==> src/corePkg.sv <==
package corePkg;

  typedef logic [31:0] word_t;
  typedef logic [4:0]  regIdx_t;
  typedef logic [5:0]  opcode_t;
  typedef logic [1:0]  srcSel_t;
  typedef logic [1:0]  wbSel_t;
  typedef logic [2:0]  aluFn_t;

  // Opcodes, octal as in the instruction map
  localparam opcode_t opAdd  = 6'o00;
  localparam opcode_t opAddI = 6'o10;
  localparam opcode_t opLog  = 6'o40; // Low two bits pick and, or, xor
  localparam opcode_t opLogI = 6'o50;
  localparam opcode_t opSrl  = 6'o44;
  localparam opcode_t opMov  = 6'o45;
  localparam opcode_t opLw   = 6'o62;
  localparam opcode_t opSw   = 6'o66;

  // Operand sources
  localparam srcSel_t srcRf  = 2'd0;
  localparam srcSel_t srcEx  = 2'd1;
  localparam srcSel_t srcWb  = 2'd2;
  localparam srcSel_t srcImm = 2'd3;

  // Writeback sources
  localparam wbSel_t wbAlu  = 2'd0;
  localparam wbSel_t wbMem  = 2'd2;
  localparam wbSel_t wbNone = 2'd3;

  // ALU functions
  localparam aluFn_t fnAdd   = 3'd0;
  localparam aluFn_t fnLog   = 3'd1;
  localparam aluFn_t fnSrl   = 3'd2;
  localparam aluFn_t fnPassA = 3'd3;

endpackage

==> src/operandSel.sv <==
`timescale 1ns/1ps

module operandSel import corePkg::*; (
  input  srcSel_t srcSelA,
  input  srcSel_t srcSelB,
  input  srcSel_t srcSelStore,
  input  word_t   rfA,
  input  word_t   rfB,
  input  word_t   rfD,
  input  word_t   exResult,
  input  word_t   wbData,
  input  word_t   inst,
  output word_t   opA,
  output word_t   opB,
  output word_t   storeData
);

  word_t immWord;

  // B field and alternate field, zero extended
  assign immWord = {16'h0000, inst[15:0]};

  function automatic word_t pick(input srcSel_t sel, input word_t rfVal);
    word_t val;
    case (sel)
      srcEx:   val = exResult;
      srcWb:   val = wbData;
      srcImm:  val = immWord;
      default: val = rfVal;
    endcase
    return val;
  endfunction

  always_comb begin
    opA       = pick(srcSelA, rfA);
    opB       = pick(srcSelB, rfB);
    storeData = pick(srcSelStore, rfD); // Never immediate
  end

endmodule

==> config.mk <==
export PLATFORM = sky130hd
export DESIGN_NAME = operandSel
export DESIGN_NICKNAME = d
export VERILOG_FILES = /design/src/corePkg.sv /design/src/operandSel.sv
export SDC_FILE = /design/constraint.sdc
export NUM_CORES = 1
export LEC_CHECK = 0
export BUFFER_PORTS_ARGS = -buffer_cell sky130_fd_sc_hd__buf_2
export CORE_AREA = 3 3 114 116
export DETAILED_ROUTE_END_ITERATION = 10
export DIE_AREA = 0 0 117 119
export PLACE_DENSITY_LB_ADDON = 0.3
export SYNTH_ARGS = -nofsm -noshare
export SYNTH_HDL_FRONTEND = slang
export SYNTH_SLANG_ARGS = --single-unit
==> constraint.sdc <==
create_clock -name vclk -period 1.4
set_input_delay 0.07 -clock vclk [all_inputs]
set_output_delay 0.07 -clock vclk [all_outputs]
set_load 0.005 [all_outputs]
After elaboration in Yosys (flattened, before gate mapping)
Index checks and enable logic that the tools add are counted.
Widths: inputs -> output; s select.
{ "word_totals": {"ff_bits": 0, "in_bits": 198, "word_cells": 12} }
{ "op_classes": {"eq_ne": 9, "muxes": 3} }
{ "ops": {"columns": ["cell", "count"], "rows": [
  ["$pmux 32 s3", 3],
  ["$eq 2x2->1 const B", 6],
  ["$eq 2x1->1 const B", 3]
]} }

Longest topological paths before layout
{ "depth": {"word_depth": 2, "ltp_mapped": 5, "mapped_depth_nobuf": 2} }

Worst setup path before layout
No wires, ideal clock.
{ "synth_timing": {"path_kind": "input -> output", "start": "input port srcSelA[0]", "end": "output port opA[10]", "arrival_time_ps": 824, "required_ps": 1330, "path_slack_ps": 506, "path_stages": 3, "path_buffers": 2, "cell_sequence": "buf_6 -> buf_12 -> mux4_2"} }
{ "synth_via": {"elab_chain_len": 2, "word_cells_on_any_way": 4, "cone_classes": "eq/ne (3); mux (1)"} }
{ "synth_rtl": {"columns": ["item", "line", "rtl"], "rows": [
  ["start: declaration", "operandSel.sv:4", "input srcSel_t srcSelA,"],
  ["$eq 2x2->1 / $eq 2x1->1 (equally long branches)", "operandSel.sv:25", "case (sel)"],
  ["$pmux 32 s3 (*)", "operandSel.sv:25", null],
  ["end: declaration", "operandSel.sv:13", "output word_t opA,"]
]} }
Every way passes the cells marked *; elsewhere a longest branch is shown, timed or not.

Worst setup path in the final report
{ "layout_timing": {"start": "input port srcSelB[0]", "end": "output port opB[31]"} }
{ "layout_via": {"elab_chain_len": 2, "word_cells_on_any_way": 4, "cone_classes": "eq/ne (3); mux (1)"} }
{ "layout_rtl": {"columns": ["item", "line", "rtl"], "rows": [
  ["start: declaration", "operandSel.sv:5", "input srcSel_t srcSelB,"],
  ["$eq 2x2->1 / $eq 2x1->1 (equally long branches)", "operandSel.sv:25", null],
  ["$pmux 32 s3 (*)", "operandSel.sv:25", null],
  ["end: declaration", "operandSel.sv:14", "output word_t opB,"]
]} }
Marked as above.

==> flow_metrics.tcl <==
set metrics [dict create \
    place.detailed.hpwl_um 9660 \
    overflow 0 \
    initial_core_util_pct 18.7 \
    synth.distinct_cells 9 \
    io_buffers 278 \
    place_congestion 0.815 \
    hp-class "input pin to output port" \
    cts_resized 0 \
    rsz0062_at_grt "no" \
    setup_ws_ps 199 \
    final_nets 641 \
    cellPowerDensity_nw_per_um2 340 \
    die_h_um 119 \
    nFlopsAndLatches 0 \
    status "completed" \
    coreArea_um2 12000 \
    tightest_slew_ps 282 \
    dieArea_um2 13900 \
    multiInputGateArea_um2 2000 \
    grtUsageTotal_pct 14.7 \
    grt_pass1_vias 3211 \
    synth_top_area_cell "mux4_2" \
    routedWlPerCell_um 19.7 \
    setup_viol 0 \
    placed_cell_area_um2 3760 \
    final_util_pct 31.3 \
    row_count 40 \
    synth_top_cell_area_share_pct 48.2 \
    dp.cells 588 \
    ios 294 \
    required_ps 1330 \
    maxCapViolCount 0 \
    fin_setup_tns_ps 0 \
    drt_iter0_markers 102 \
    fillCellCount 1249 \
    dpl_worst_slack_ps 198 \
    cp_data_arrival_time_ps 1130 \
    cts_setup_buffers 0 \
    synth_area_per_cell_um2 12.7 \
    antenna_found_initial 1 \
    hold_viol_final 0 \
    layout-drive-gt1-share_pct 77.6 \
    use_met3_pct 1.58 \
    timing.fmax_ghz 0.833 \
    crit_type "input pin to output port" \
    synth_area_leaders "mux4_2 (48%), mux2i_1 (21%), o2bb2ai_1 (19%)" \
    grt-busiest-layer "met2" \
    dr.pass1.iters 4 \
    syn_nets 375 \
    grt_start_max_net_pins 34 \
    ir_worst_vdd_uv 126 \
    viasPerCell 4.96 \
    slew_headroom_pct 81.2 \
    fin_hold_ws_ps 451 \
    total_power_mw 1.28 \
    drc 0 \
    fin_crit_sh_pct 85.8 \
    nClkBuffers 0 \
    use_met2_pct 30.4 \
    yosys_warnings 0 \
    netlist_area_um2 2240 \
    start_kind "input pin" \
    holdBufCountCts 0 \
    final_area_um2 3760 \
    routed_wl_um 11600 \
    finalCriticalPeriod_ps 1200 \
    crit_fanout 33 \
    regArea_um2 0 \
    yosysSeqAreaShare_pct 0 \
    synth_cells 177 \
    finalMaxSlewViolations 0 \
    syn_to_final_growth_pct 67.6 \
    grt_pass1_wl_um 16500 \
    p_leak_nw 1.89 \
    ant_nets 0 \
    die_x_um 117 \
    endpoint_kind "output port" \
    grt_use_met1_pct 16.1 \
    vias 2922 \
    final_cells 589 \
]
[where the power goes]
| group | internal [mW] | switching [mW] |
|---|---|---|
| Combinational | 0.725 | 0.554 |
| Sequential | 0 | 0 |
| Clock | 0.0000000961 | 0 |
[cells in the mapped netlist]
master / count
mux4_2: 48
o2bb2ai_1: 48
mux2i_1: 48
buf_2: 12
buf_4: 6
clkbuf_1: 3
buf_6: 6
nor2b_1: 3
buf_12: 3
[area by class of cell]
class / count / share of cell area, %
multi-input cells: 147 / 53.2
repair buffers: 294 / 41.8
well taps: 147 / 4.89
diodes: 1 / 0.0665
[layout by cell type (no fill, tap or decap)]
master / instances
buf_2: 278
mux2i_1: 48
o2bb2ai_1: 48
mux4_2: 48
buf_4: 11
buf_12: 5
nor2b_1: 3
diode_2: 1
[final timing paths]
check,cells past startpoint,to,start
setup / recovery,6,opB[31],srcSelB[0]
hold / removal,3,opB[21],exResult[21]
[worst max-delay path: stages]
cell,delay [ps]
buf_2,100
buf_12,240
nor2b_1,160
buf_4,260
o2bb2ai_1,140
buf_2,140
[cells by family (layout without fill, tap and decap cells)]
logic type / Yosys count / in the layout / share of synthesized area, %
compound gates: 48 / 48 / 18.7
buf+inv: 30 / 294 / 10.9
mux: 96 / 96 / 69.6
other cells: 0 / 1 / 0
simple gates: 3 / 3 / 0.836
[layer usage]
layer	routed length, um	vias to the layer above
li1	-	1325
met1	4290	1401
met2	6240	190
met3	998	6
met4	56	0
met5	0	-
Power figures use the tool's default switching activity.
