--- config.mk ---
export PLATFORM = sky130hd
export DESIGN_NAME = aluUnit
export DESIGN_NICKNAME = d
export VERILOG_FILES = /design/src/corePkg.sv /design/src/aluUnit.sv
export SDC_FILE = /design/constraint.sdc
export NUM_CORES = 1
export LEC_CHECK = 0
export BUFFER_PORTS_ARGS = -buffer_cell sky130_fd_sc_hd__buf_4
export CAP_MARGIN = 10
export CORE_MARGIN = 8
export CORE_UTILIZATION = 40
export DETAILED_ROUTE_END_ITERATION = 10
export PLACE_DENSITY = 0.7
export SETUP_SLACK_MARGIN = 0.3
export SLEW_MARGIN = 20
export SYNTH_ARGS = -nofsm -noshare
export SYNTH_HDL_FRONTEND = slang
export SYNTH_SLANG_ARGS = --single-unit
--- constraint.sdc ---
create_clock -name gclk -period 2.7 [get_ports gclk]
set_input_delay 0.405 -clock gclk [delete_from_list [all_inputs] [get_ports gclk]]
set_output_delay 0.405 -clock gclk [all_outputs]
set_load 0.01 [all_outputs]
--- src/corePkg.sv ---
package corePkg;

  typedef logic [31:0] word_t;
  typedef logic [4:0]  regIdx_t;
  typedef logic [5:0]  opcode_t;
  typedef logic [1:0]  srcSel_t;
  typedef logic [1:0]  wbSel_t;
  typedef logic [2:0]  aluFn_t;

  // Opcodes, octal as in the instruction map
  localparam opcode_t opAdd  = 6'o00;
  localparam opcode_t opAddI = 6'o10;
  localparam opcode_t opLog  = 6'o40; // Low two bits pick and, or, xor
  localparam opcode_t opLogI = 6'o50;
  localparam opcode_t opSrl  = 6'o44;
  localparam opcode_t opMov  = 6'o45;
  localparam opcode_t opLw   = 6'o62;
  localparam opcode_t opSw   = 6'o66;

  // Operand sources
  localparam srcSel_t srcRf  = 2'd0;
  localparam srcSel_t srcEx  = 2'd1;
  localparam srcSel_t srcWb  = 2'd2;
  localparam srcSel_t srcImm = 2'd3;

  // Writeback sources
  localparam wbSel_t wbAlu  = 2'd0;
  localparam wbSel_t wbMem  = 2'd2;
  localparam wbSel_t wbNone = 2'd3;

  // ALU functions
  localparam aluFn_t fnAdd   = 3'd0;
  localparam aluFn_t fnLog   = 3'd1;
  localparam aluFn_t fnSrl   = 3'd2;
  localparam aluFn_t fnPassA = 3'd3;

endpackage

--- src/aluUnit.sv ---
`timescale 1ns/1ps

module aluUnit import corePkg::*; #(
  parameter int ramDepthLog2 = 6
) (
  input  logic   gclk,
  input  logic   arstN,
  input  logic   advance,
  input  word_t  opA,
  input  word_t  opB,
  input  word_t  storeData,
  input  aluFn_t aluFn,
  input  logic [1:0] logicOp,
  output word_t  result,
  output logic [ramDepthLog2-1:0] memAddr,
  output word_t  memData
);

  word_t exA;
  word_t exB;
  word_t exStore;
  word_t sum;
  word_t logicRes;

  // Operands enter execute with the control from pipeCtrl
  always_ff @(posedge gclk or negedge arstN) begin
    if (!arstN) begin
      exA     <= '0;
      exB     <= '0;
      exStore <= '0;
    end else if (advance) begin
      exA     <= opA;
      exB     <= opB;
      exStore <= storeData;
    end
  end

  assign sum = exA + exB;

  always_comb begin
    case (logicOp)
      2'd1:    logicRes = exA | exB;
      2'd2:    logicRes = exA ^ exB;
      default: logicRes = exA & exB; // Code 3 unused
    endcase
  end

  always_comb begin
    case (aluFn)
      fnLog:   result = logicRes;
      fnSrl:   result = exA >> 1;
      fnPassA: result = exA;
      default: result = sum;
    endcase
  end

  assign memAddr = sum[ramDepthLog2+1:2]; // Word index
  assign memData = exStore;

endmodule

### After elaboration in Yosys (flattened, before gate mapping)

Index checks and enable logic that the tools add are counted.

| storage, ports and cells | value |
|---|---|
| bits in registers | 96 |
| bits of input ports | 104 |
| word-level logic and storage cells | 14 |

| operators by class | value |
|---|---|
| add/sub/neg operators | 1 |
| equal/unequal tests | 5 |
| mux-type cells | 2 |
| bitwise gates (word level) | 3 |

Operators by type and width:

| operator | number |
|---|---|
| $pmux 32 s3 | 1 |
| $pmux 32 s2 | 1 |
| $add 32x32->32 | 1 |
| $and 32x32->32 | 1 |
| $or 32x32->32 | 1 |
| $xor 32x32->32 | 1 |
| $eq 3x2->1 const B | 2 |
| $eq 3x1->1 const B | 1 |
| $eq 2x1->1 const B | 1 |
| $eq 2x2->1 const B | 1 |

### Depth between registers and ports, before layout

| depth | value |
|---|---|
| depth after elaboration | 3 |
| mapped depth | 11 |
| mapped depth without buffers | 10 |

### Worst setup path after synthesis

No wires, ideal clock.

| path | value |
|---|---|
| path kind | register -> output |
| start point | reg exA[9] |
| end point | out result[28] |
| data arrival time | 2.450 ns |
| required time | 2.295 ns |
| path slack | -0.155 ns |
| stages on the path, launching flop included | 12 |
| buffers on the path | 1 |
| cell sequence | dfrtp_1 > inv_1 > ha_1 > buf_6 > and3_4 > a31o_1 > a311oi_2 > o21ai_2 > a221oi_4 > a31oi_1 > xnor2_1 > a21oi_1 |

| between the ends | value |
|---|---|
| longest elaborated chain between the ends | 2 |

RTL lines:

| item | line | source |
|---|---|---|
| from (decl) | aluUnit.sv:19 | `word_t exA;` |
| from (signal assigned) | aluUnit.sv:32 | `exA <= opA;` |
| $add 32x32->32 | aluUnit.sv:38 | `assign sum = exA + exB;` |
| $pmux 32 s3 | aluUnit.sv:49 | `case (aluFn)` |
| to (decl) | aluUnit.sv:14 | `output word_t result,` |

No other way between the ends.

### Worst setup path in the final report

| path | value |
|---|---|
| start point | reg exA[11] |
| end point | out result[18] |

Same word-level chain as after synthesis.

==> out/results.ini <==
[clock_tree]
h-tree-depth=3
root_buffer=clkbuf_16
postCtsHoldBufs=0
cts_buffer_depth=2
tritoncts=done
worstSkewPairLatency_ps=360
cts_buffers=9
cts_sinks=96
clk_pin_slew_worst_paths_ps=70

[place]
portBuffers=173
place_inst=1406
gp_congestion=0.8711
hpwl_um=17950

[power_and_ir_drop]
p_sw_share_pct=36.86
p_comb_share_pct=49.3
powerDensity_mw_per_mm2=536.6
power_frac_seq_pct=27.4
ir_drop_uv=381.7
p_leak_uw=0.005290
internal_power_uw=3829
power_switching_uw=2235
total_power_uw=6065
p_clk_share_pct=23.3

[global_route]
grt_pass1_vias=8000
grt_use_total_pct=20.79
antenna_found_initial=0
grt_use_met3_pct=6.665
met2_usage_pct=34.04
grt_max_degree=66
overflow=0
grt_use_met1_pct=24.75
grt-busiest-layer=met2
grt_pass1_wl_um=40210

[die]
core_mm2=0.01852
row_count=50
die-height_um=152.6
pin_count=174
start_util_pct=40.30
fp.dieW_um=152.6
dieArea_mm2=0.02329

[timing]
rsz0062_at_grt=yes
maxSlewViolCount=0
worstMarginPinSlew_ps=676.6
final-setup-viol-count=27
skew_ps=0
fin_crit_sh_pct=122.0
relSlewSlack_pct=54.90
period_minus_slack_ps=3293
hold_violations=0
fmax_mhz=303.7
setup_slack_ps=-593.2

[critical_path]
cp-end-kind=output pin
worstPathRequired_ps=2300
crit_arrival_ps=2890
crit_type=reg2out
cp_max_fo=4
start_kind=flop

[synth]
synth_edf_count=0
async_flop_share_pct=100.0
ys_types=61
synth_flop_cell=dfrtp_1
synth_cells=935
yosysSeqAreaShare_pct=32.19
ys_ff_latch=96
yosysWarningCount=0
syn_area_per_cell_um2=7.982
syn_area_mm2=0.007463
synth_nets=1106

[final_layout]
drive_gt1_share_pct=43.08
n_fill_cell=1562
areaGrowthSynthToFinish_pct=51.43
nets=1380
antenna_cells=0
finalNonFillerCells=1448

[routing]
wl_um=25220
wl_per_cell_um=17.42
drc=0
drt_iter0_drc=563
firstDrtPassIters=5
vias_per_cell=5.417
ant_nets=0
num_vias=7844

[status]
violations=negative setup slack
status=finished, violations left

[run]
max_cap_viol_count=0

[hold_path]
hp-class=in2async

==> per-stage QoR <==
stage / cell area (µm²) / util, % / setup TNS, ps / worst slack [ps] / hold WS [ps]
6_report: 11300 / 61.03 / -11070 / -593.2 / 75.40
5_1_grt: 11300 / 61.03 / -14070 / -741.2 / 123.5
3_3_place_gp: 10100 / 54.54 / -2088 / -209.0 / 483.7
3_5_place_dp: 10100 / 54.54 / -2619 / -246.6 / 487.5
2_1_floorplan: 7749 / - / -202.6 / -123.4 / 109.4
4_1_cts: 10840 / 58.51 / -10530 / -608.4 / 98.92
==> layout by cell type (no fill, tap or decap), drive strengths merged, types with 32 or more instances in the layout <==
cell type,Yosys,final
buf,10,331
nand2,143,143
o21ai,111,111
dfrtp,96,96
a21oi,95,95
inv,84,87
ha,67,67
a22oi,35,35
mux2,32,32
nor2,32,32
==> cells by family after synthesis <==
logic type	after synthesis	share of synthesized area [%]
AO/OA/AOI/OAI	327	26.84
AND/OR/NAND/NOR	231	13.65
buffers and inverters	153	7.862
flip-flops	96	32.19
adder cells (fa/ha/maj)	67	11.23
multiplexers	32	4.828
XOR/XNOR	29	3.403
==> final timing paths <==
kind                                         start                       to  slack (ps)  cells past startpoint
max                            exA[11]$_DFFE_PN0P_               result[18]        -590                     13
min                                          arstN  memData[21]$_DFFE_PN0P_          80                      1
max reg2reg                     exA[1]$_DFFE_PN0P_       exA[1]$_DFFE_PN0P_        1680                      4
min reg2reg                memData[13]$_DFFE_PN0P_  memData[13]$_DFFE_PN0P_         510                      1
max in group asynchronous                    arstN      exB[26]$_DFFE_PN0P_        1900                      2
min in group gclk                          opA[14]      exA[14]$_DFFE_PN0P_         240                      3
==> final cells by class <==
class | instances | area, µm² | share of cell area [%]
clock inverters | 7 | 100.1 | 0.8856
inverters | 85 | 321.6 | 2.845
well taps | 234 | 292.8 | 2.591
repair buffers | 331 | 2643 | 23.38
clock buffers | 9 | 225.2 | 1.993
flip-flops and latches | 96 | 2402 | 21.26
multi-input cells | 686 | 5318 | 47.05
==> cells in the mapped netlist (13+ instances only) <==
cell type | count | area [µm²]
xnor2_1 | 16 | 140.1
nand2_1 | 143 | 536.8
inv_1 | 83 | 311.6
ha_1 | 67 | 838.3
a21oi_1 | 94 | 470.5
nor2_1 | 31 | 116.4
dfrtp_1 | 96 | 2402
clkbuf_1 | 58 | 217.7
a22oi_1 | 35 | 262.8
mux2_2 | 32 | 360.4
o21ai_0 | 104 | 520.5
nand2b_1 | 24 | 150.1
a21o_1 | 18 | 135.1
xor2_1 | 13 | 113.9
o22ai_1 | 15 | 93.84
o211ai_1 | 13 | 97.59
==> state kept, by name, indices dropped and copies added (netlist names) <==
register / count
exA: 32
exB: 32
memData: 32
==> worst max-delay path, stage by stage, from the launching register on <==
cell and delay [ps]:
dfrtp_1 410, inv_2 90, ha_4 200, and3_4 170
a31o_1 240, a311oi_2 350, buf_4 190, nor2_4 40
o21ai_4 240, buf_4 170, buf_6 90, xor2_2 130
a21oi_2 70, buf_4 150
==> what timing repair did <==
item | in CTS | in global routing
endpoints found under the hold margin | 0 | 0
pin swaps | 48 | 58
setup endpoints to repair | 36 | 36
buffers inserted | 9 | 17
gates resized for setup | 74 | 65
==> layer usage <==
metal | routed length [µm] | vias up
li1 | - | 3769
met1 | 10550 | 3689
met4 | 702 | 0
met3 | 2061 | 57
met5 | 0 | -
met2 | 11910 | 329
==> power by group through the flow <==
stage | registers, µW | clock network (µW) | logic [µW]
finish | 1660 | 1410 | 2990
global route | 1680 | 1510 | 3220
CTS | 1660 | 1450 | 2720
detailed placement | 1690 | 0 | 2490
global placement | 1680 | 0 | 2470
floorplan | 1700 | 0 | 1370
Note: power is estimated with default switching activity, not from simulation.
