[config.mk]
export PLATFORM = sky130hd
export DESIGN_NAME = pipeCtrl
export DESIGN_NICKNAME = d
export VERILOG_FILES = /design/src/corePkg.sv /design/src/pipeCtrl.sv
export SDC_FILE = /design/constraint.sdc
export NUM_CORES = 1
export LEC_CHECK = 0
export BUFFER_PORTS_ARGS = -buffer_cell sky130_fd_sc_hd__buf_2
export CAP_MARGIN = 10
export CELL_PAD_IN_SITES_DETAIL_PLACEMENT = 0
export CELL_PAD_IN_SITES_GLOBAL_PLACEMENT = 1
export CORE_MARGIN = 5
export CORE_UTILIZATION = 30
export DETAILED_ROUTE_END_ITERATION = 12
export GPL_ROUTABILITY_DRIVEN = 1
export HOLD_SLACK_MARGIN = 0.08
export PLACE_DENSITY = 0.76
export SKIP_LAST_GASP = 1
export SLEW_MARGIN = 20
export SYNTH_ARGS = -nofsm -noshare
export SYNTH_HDL_FRONTEND = slang
export SYNTH_SLANG_ARGS = --single-unit
[constraint.sdc]
create_clock -name gclk -period 1.57 [get_ports gclk]
set_input_delay 0.2355 -clock gclk [delete_from_list [all_inputs] [get_ports gclk]]
set_output_delay 0.2355 -clock gclk [all_outputs]
set_load 0.02 [all_outputs]
[src/corePkg.sv]
package corePkg;

  typedef logic [31:0] word_t;
  typedef logic [4:0]  regIdx_t;
  typedef logic [5:0]  opcode_t;
  typedef logic [1:0]  srcSel_t;
  typedef logic [1:0]  wbSel_t;
  typedef logic [2:0]  aluFn_t;

  // Opcodes, octal as in the instruction map
  localparam opcode_t opAdd  = 6'o00;
  localparam opcode_t opAddI = 6'o10;
  localparam opcode_t opLog  = 6'o40; // Low two bits pick and, or, xor
  localparam opcode_t opLogI = 6'o50;
  localparam opcode_t opSrl  = 6'o44;
  localparam opcode_t opMov  = 6'o45;
  localparam opcode_t opLw   = 6'o62;
  localparam opcode_t opSw   = 6'o66;

  // Operand sources
  localparam srcSel_t srcRf  = 2'd0;
  localparam srcSel_t srcEx  = 2'd1;
  localparam srcSel_t srcWb  = 2'd2;
  localparam srcSel_t srcImm = 2'd3;

  // Writeback sources
  localparam wbSel_t wbAlu  = 2'd0;
  localparam wbSel_t wbMem  = 2'd2;
  localparam wbSel_t wbNone = 2'd3;

  // ALU functions
  localparam aluFn_t fnAdd   = 3'd0;
  localparam aluFn_t fnLog   = 3'd1;
  localparam aluFn_t fnSrl   = 3'd2;
  localparam aluFn_t fnPassA = 3'd3;

endpackage

[src/pipeCtrl.sv]
`timescale 1ns/1ps

module pipeCtrl import corePkg::*; (
  input  logic    gclk,
  input  logic    arstN,
  input  logic    advance,
  input  word_t   inst,
  output srcSel_t srcSelA,
  output srcSel_t srcSelB,
  output srcSel_t srcSelStore,
  output aluFn_t  aluFn,
  output logic [1:0] logicOp,
  output logic    memWe,
  output wbSel_t  wbSel,
  output regIdx_t wbAddr,
  output logic    wbEn,
  output regIdx_t exDst
);

  opcode_t opc;
  regIdx_t rdField;
  regIdx_t raField;
  regIdx_t rbField;

  logic isImm;
  logic isAdd;
  logic isLog;
  logic isSrl;
  logic isMov;
  logic isLoad;
  logic isStore;

  aluFn_t decFn;
  wbSel_t decWbSel;

  wbSel_t exWbSel; // Writeback source of the instruction in execute
  logic   exWbEn;

  assign opc     = inst[31:26];
  assign rdField = inst[25:21];
  assign raField = inst[20:16];
  assign rbField = inst[15:11];

  // Opcode classes
  assign isImm   = opc[3];
  assign isAdd   = (opc == opAdd) || (opc == opAddI);
  assign isLog   = (opc[5:2] == opLog[5:2]) || (opc[5:2] == opLogI[5:2]);
  assign isSrl   = (opc == opSrl);
  assign isMov   = (opc == opMov);
  assign isLoad  = (opc == opLw);
  assign isStore = (opc == opSw);

  always_comb begin
    if (isMov)      decFn = fnPassA;
    else if (isSrl) decFn = fnSrl;
    else if (isLog) decFn = fnLog;
    else            decFn = fnAdd; // Add, and address for load and store
  end

  always_comb begin
    if (isStore)     decWbSel = wbNone;
    else if (isLoad) decWbSel = wbMem;
    else if (isAdd || isLog || isSrl || isMov) decWbSel = wbAlu;
    else             decWbSel = wbNone; // Unknown opcodes write nothing
  end

  // Newest producer wins; a load still in execute is not forwarded
  function automatic srcSel_t fwdSel(input regIdx_t idx);
    if ((exDst == idx) && (exDst != '0) && (exWbSel == wbAlu))
      return srcEx;
    else if (wbEn && (wbAddr == idx))
      return srcWb;
    else
      return srcRf;
  endfunction

  always_comb begin
    srcSelA     = fwdSel(raField);
    srcSelB     = isImm ? srcImm : fwdSel(rbField);
    srcSelStore = fwdSel(rdField); // Store data comes from the D field
  end

  assign exWbEn = (exWbSel != wbNone) && (exDst != '0);

  // Decode to execute
  always_ff @(posedge gclk or negedge arstN) begin
    if (!arstN) begin
      aluFn   <= fnAdd;
      logicOp <= '0;
      memWe   <= 1'b0;
      exDst   <= '0;
      exWbSel <= wbAlu;
    end else if (advance) begin
      aluFn   <= decFn;
      logicOp <= opc[1:0];
      memWe   <= isStore;
      exDst   <= rdField;
      exWbSel <= decWbSel;
    end
  end

  // Execute to writeback
  always_ff @(posedge gclk or negedge arstN) begin
    if (!arstN) begin
      wbSel  <= wbAlu;
      wbAddr <= '0;
      wbEn   <= 1'b0;
    end else if (advance) begin
      wbSel  <= exWbSel;
      wbAddr <= exDst;
      wbEn   <= exWbEn;
    end
  end

  // Register 0 must never show up as a live writeback
  wbNotZero: assert property (@(posedge gclk) disable iff (!arstN)
    wbEn |-> (wbAddr != '0));

  storeNoWb: assert property (@(posedge gclk) disable iff (!arstN)
    memWe |-> !exWbEn);

endmodule

Word level (Yosys, flattened, before mapping)
Cells that the tools add are included.
Widths: inputs -> output; s select.
{ "op_classes": {"mux": 13, "n_reduce_logical": 18, "n_eq_ne": 14} }
{ "op_table": {"columns": ["cell", "count"], "rows": [
  ["$eq 5x5->1", 6],
  ["$eq 6x6->1 const B", 4],
  ["$mux 2", 11],
  ["$logic_and 1x1->1", 10],
  ["$eq 4x4->1 const B", 2],
  ["$eq 6x4->1 const B", 1],
  ["$logic_not 6->1", 1],
  ["$logic_or 1x1->1", 5],
  ["$reduce_bool 5->1", 1],
  ["$mux 3", 1],
  ["$logic_not 2->1", 1],
  ["$ne 2x2->1 const B", 1],
  ["$mux 1", 1]
]} }
{ "word_totals": {"wordCells": 53, "inputBits": 35, "out_inout_bits": 25, "regBits": 21} }

Depth between registers and ports, before layout
{ "logic_depth": {"ltp_word": 8, "ltp_mapped": 5, "ltp_nobuf": 4} }

Least setup slack after synthesis
OpenSTA, ideal clock, no wires.
{ "synth_path": {"kind": "reg2out", "startpoint": "register exDst[2]", "endpoint": "output port srcSelA[1]", "n_path_buf": 1, "setup_slack_ps": -815, "path_stages_with_launch": 6, "required_ps": 1334, "arrival_ps": 2149, "path_cell_list": "dfrtp_1 -> buf_6 -> or4_4 -> o21ai_4 -> nor4_2 -> nor4_1"} }
{ "synth_between": {"elab_chain_len": 4} }
{ "synth_lines": {"columns": ["item", "line", "rtl"], "rows": [
  ["start: declaration", "pipeCtrl.sv:17", "output regIdx_t exDst"],
  ["start signal: assignment", "pipeCtrl.sv:97", "exDst <= rdField;"],
  ["$eq 5x5->1 or $reduce_bool 5->1 (tied branches)", "pipeCtrl.sv:69", "if ((exDst == idx) && (exDst != '0) && (exWbSel == wbAlu))"],
  ["$logic_and 1x1->1 (*) (2 in a row)", "pipeCtrl.sv:69", null],
  ["$mux 2 (*)", "pipeCtrl.sv:69", null],
  ["end: declaration", "pipeCtrl.sv:8", "output srcSel_t srcSelA,"]
]} }
Every way passes the cells marked *; elsewhere a longest branch is shown, timed or not.

Worst setup path after layout
{ "layout_path": {"startpoint": "register exDst[3]", "endpoint": "output port srcSelStore[1]"} }
{ "layout_between": {"elab_chain_len": 4} }
{ "layout_lines": {"columns": ["item", "line", "rtl"], "rows": [
  ["$eq 5x5->1 or $reduce_bool 5->1 (tied branches)", "pipeCtrl.sv:69", null],
  ["$logic_and 1x1->1 (*) (2 in a row)", "pipeCtrl.sv:69", null],
  ["$mux 2 (*)", "pipeCtrl.sv:69", null],
  ["end: declaration", "pipeCtrl.sv:10", "output srcSel_t srcSelStore,"]
]} }
Marked as above.

==> results.json <==
{
  "grt_overflow": 0,
  "nFillCells": 392,
  "slew_headroom_pct": 66.6,
  "post_drt_wl_per_cell_um": 14.2,
  "grt_pass1_vias": 1127,
  "min_path_type": "in2reg",
  "cts_tree": "done",
  "antenna_found_initial": 0,
  "final_cells": 224,
  "reg2reg_from": "exDst[3]$_DFFE_PN0P_",
  "vdd_ir_drop_max_mv": 0.289,
  "place_congestion": 0.854,
  "io_pins": 60,
  "h-tree-depth": 1,
  "crit_path_start_kind": "register",
  "cp_max_fo": 2,
  "p_per_area_nw_per_um2": 855,
  "arrival_ns": 1.87,
  "netlist_instances": 116,
  "startpoint": "exDst[3]$_DFFE_PN0P_",
  "netlist_area_um2": 1240,
  "p_total_w": 0.00150,
  "cp-end-kind": "output port",
  "rsz0062_at_grt": "true",
  "drv_cap": 0,
  "fin_ws_ns": -0.537,
  "dpl.cell_count": 220,
  "fin_crit_ns": 2.11,
  "grt_pass1_wl_um": 5100,
  "ys_seq_elements": 20,
  "hp-start": "inst[29]",
  "grt_max_degree": 26,
  "synthTopCellsByArea": "dfrtp_1, mux2_2, xnor2_1",
  "clk-insertion-delay-late_ns": 0.25,
  "yosysTopAreaCell": "dfrtp_1",
  "ys_seq_area_share_pct": 40.4,
  "syn_nets": 151,
  "hold_violations": 0,
  "yosysTopAreaCellShare_pct": 40.4,
  "syn_to_final_growth_pct": 41.9,
  "fin_worst_skew_ns": 0.000794,
  "port_buffers": 47,
  "ant_nets": 0,
  "vias": 1044,
  "drt_iter0_markers": 22,
  "root_buffer": "clkbuf_8",
  "route.detailed.drc": 0,
  "cts.sinks": 20,
  "tightest_slew_ns": 0.501,
  "viasPerCell": 4.66,
  "ys_types": 31,
  "start_util_pct": 30.9,
  "status": "complete, but fails checks",
  "core_area_um2": 4000,
  "row_count": 23,
  "p_leak_nw": 0.760,
  "required_ns": 1.33,
  "fin_setup_tns_ns": -2.87,
  "dieHeight_um": 74.2,
  "die_w_um": 74.2,
  "drt-total-wl_um": 3190,
  "avgSynthCellArea_um2": 10.7,
  "dr.pass1.iters": 4,
  "max_freq_mhz": 475,
  "dpl.hpwl_um": 2620,
  "setup_viol": 6,
  "fin_crit_sh_pct": 134,
  "drive_gt1_share_pct": 52.9,
  "drv_slew": 0,
  "numCtsBuffers": 3,
  "clock_path_buffers": 2,
  "ys_warn_count": 0,
  "clk_pin_slew_ns": 0.07,
  "worstSetupPathType": "reg2out",
  "diodes": 0,
  "layout.nets": 211,
  "die-area_um2": 5510,
  "grtUsageTotal_pct": 11.9,
  "violations": "setup timing"
}
[flip-flops by register name (all words and copies together) (netlist names)]
name,flops
wbSel,2
aluFn,2
wbAddr,5
wbEn,1
logicOp,2
exWbSel,2
memWe,1
exDst,5
[report_power, final]
part | internal [W] | switching (W) | leakage [nW] | total, W
logic | 0.000261 | 0.000296 | 0.505 | 0.000557
registers | 0.000572 | 0.0000512 | 0.233 | 0.000623
clock network | 0.000170 | 0.000150 | 0.0216 | 0.000320
total | 0.00100 | 0.000497 | 0.760 | 0.00150
[what timing repair did]
item,CTS,global route
endpoints found under the setup margin,6,6
gates resized for setup,9,3
buffers inserted,1,0
pin swaps,4,2
hold endpoints to repair,20,0
hold buffers,1,0
[metrics by stage]
stage	worst slack, ns	hold slack, ns	util [%]	cell area, µm²
2_1_floorplan	-0.388	-0.0601	-	1300
4_1_cts	-0.584	0.231	43.5	1740
6_report	-0.537	0.244	43.9	1760
5_1_grt	-0.620	0.235	43.9	1760
3_3_place_gp	-0.287	0.207	41.6	1660
3_5_place_dp	-0.310	0.222	41.6	1660
[cells in the mapped netlist, drive strengths merged]
library cell   n
a21boi         1
a21oi          2
buf            3
clkbuf         6
conb           1
dfrtp         20
inv            5
mux2          14
nand2          2
nand3          4
nand3b         1
nand4          2
nand4b         1
nand4bb        1
nor2           4
nor3           1
nor4           6
o211ai         1
o21ai          4
o21bai         1
o22ai          2
o31ai          1
o32ai          1
or2            1
or4            1
xnor2         18
xor2          12
[kinds of logic after synthesis]
family / after synthesis / share of synthesized area, %
compound gates: 13 / 7.48
mux: 14 / 12.7
flops: 20 / 40.4
xor+xnor: 30 / 21.2
buf+inv: 14 / 5.26
other cells: 1 / 0.303
simple gates: 24 / 12.5
[cells in the final DEF (no fill, tap or decap), types with 2 or more instances in the layout]
| cell type | n |
|---|---|
| nor4_4 | 4 |
| xnor2_1 | 17 |
| a21oi_1 | 2 |
| clkbuf_8 | 3 |
| dfrtp_1 | 17 |
| buf_6 | 3 |
| buf_2 | 41 |
| nand2_1 | 2 |
| nand4_1 | 2 |
| nor2_1 | 4 |
| nand3_1 | 4 |
| dfrtp_2 | 3 |
| xor2_1 | 12 |
| mux2_2 | 14 |
| inv_1 | 5 |
| buf_4 | 19 |
| o22ai_1 | 2 |
| o21ai_0 | 3 |
[routing by layer]
| layer | vias up | share of wire, % | GRT usage, % |
|---|---|---|---|
| met5 | - | 0 | 0 |
| met2 | 39 | 47 | 20.6 |
| met1 | 492 | 44 | 15.1 |
| li1 | 510 | - | - |
| met4 | 0 | 0.72 | 2.96 |
| met3 | 3 | 8.1 | 2.70 |
[final cells by class]
| type | count | area (µm²) | share of cell area [%] |
|---|---|---|---|
| clock buffer | 3 | 41.3 | 2.35 |
| inverter | 5 | 18.8 | 1.07 |
| multi-input combinational | 82 | 737 | 42.0 |
| sequential | 20 | 504 | 28.7 |
| tap | 50 | 62.6 | 3.56 |
| timing repair buffer | 64 | 392 | 22.3 |
[worst paths after layout]
check,end,slack (ns),cells after the start
setup / recovery,srcSelStore[1],-0.54,6
hold / removal,memWe$_DFFE_PN0P_,0.24,2
setup reg to reg,wbEn$_DFFE_PN0P_,0.19,3
hold reg to reg,wbSel[1]$_DFFE_PN0P_,0.51,1
max in group asynchronous,exDst[3]$_DFFE_PN0P_,0.77,2
min in group asynchronous,logicOp[1]$_DFFE_PN0P_,0.45,2
[critical path: stages, from the launching register on]
cell and delay [ns]:
dfrtp_2 0.40, or4_4 0.55, o21ai_4 0.17, buf_6 0.14, nor4_4 0.05, nor4_4 0.13
buf_4 0.18
Note: power is estimated with default switching activity, not from simulation.
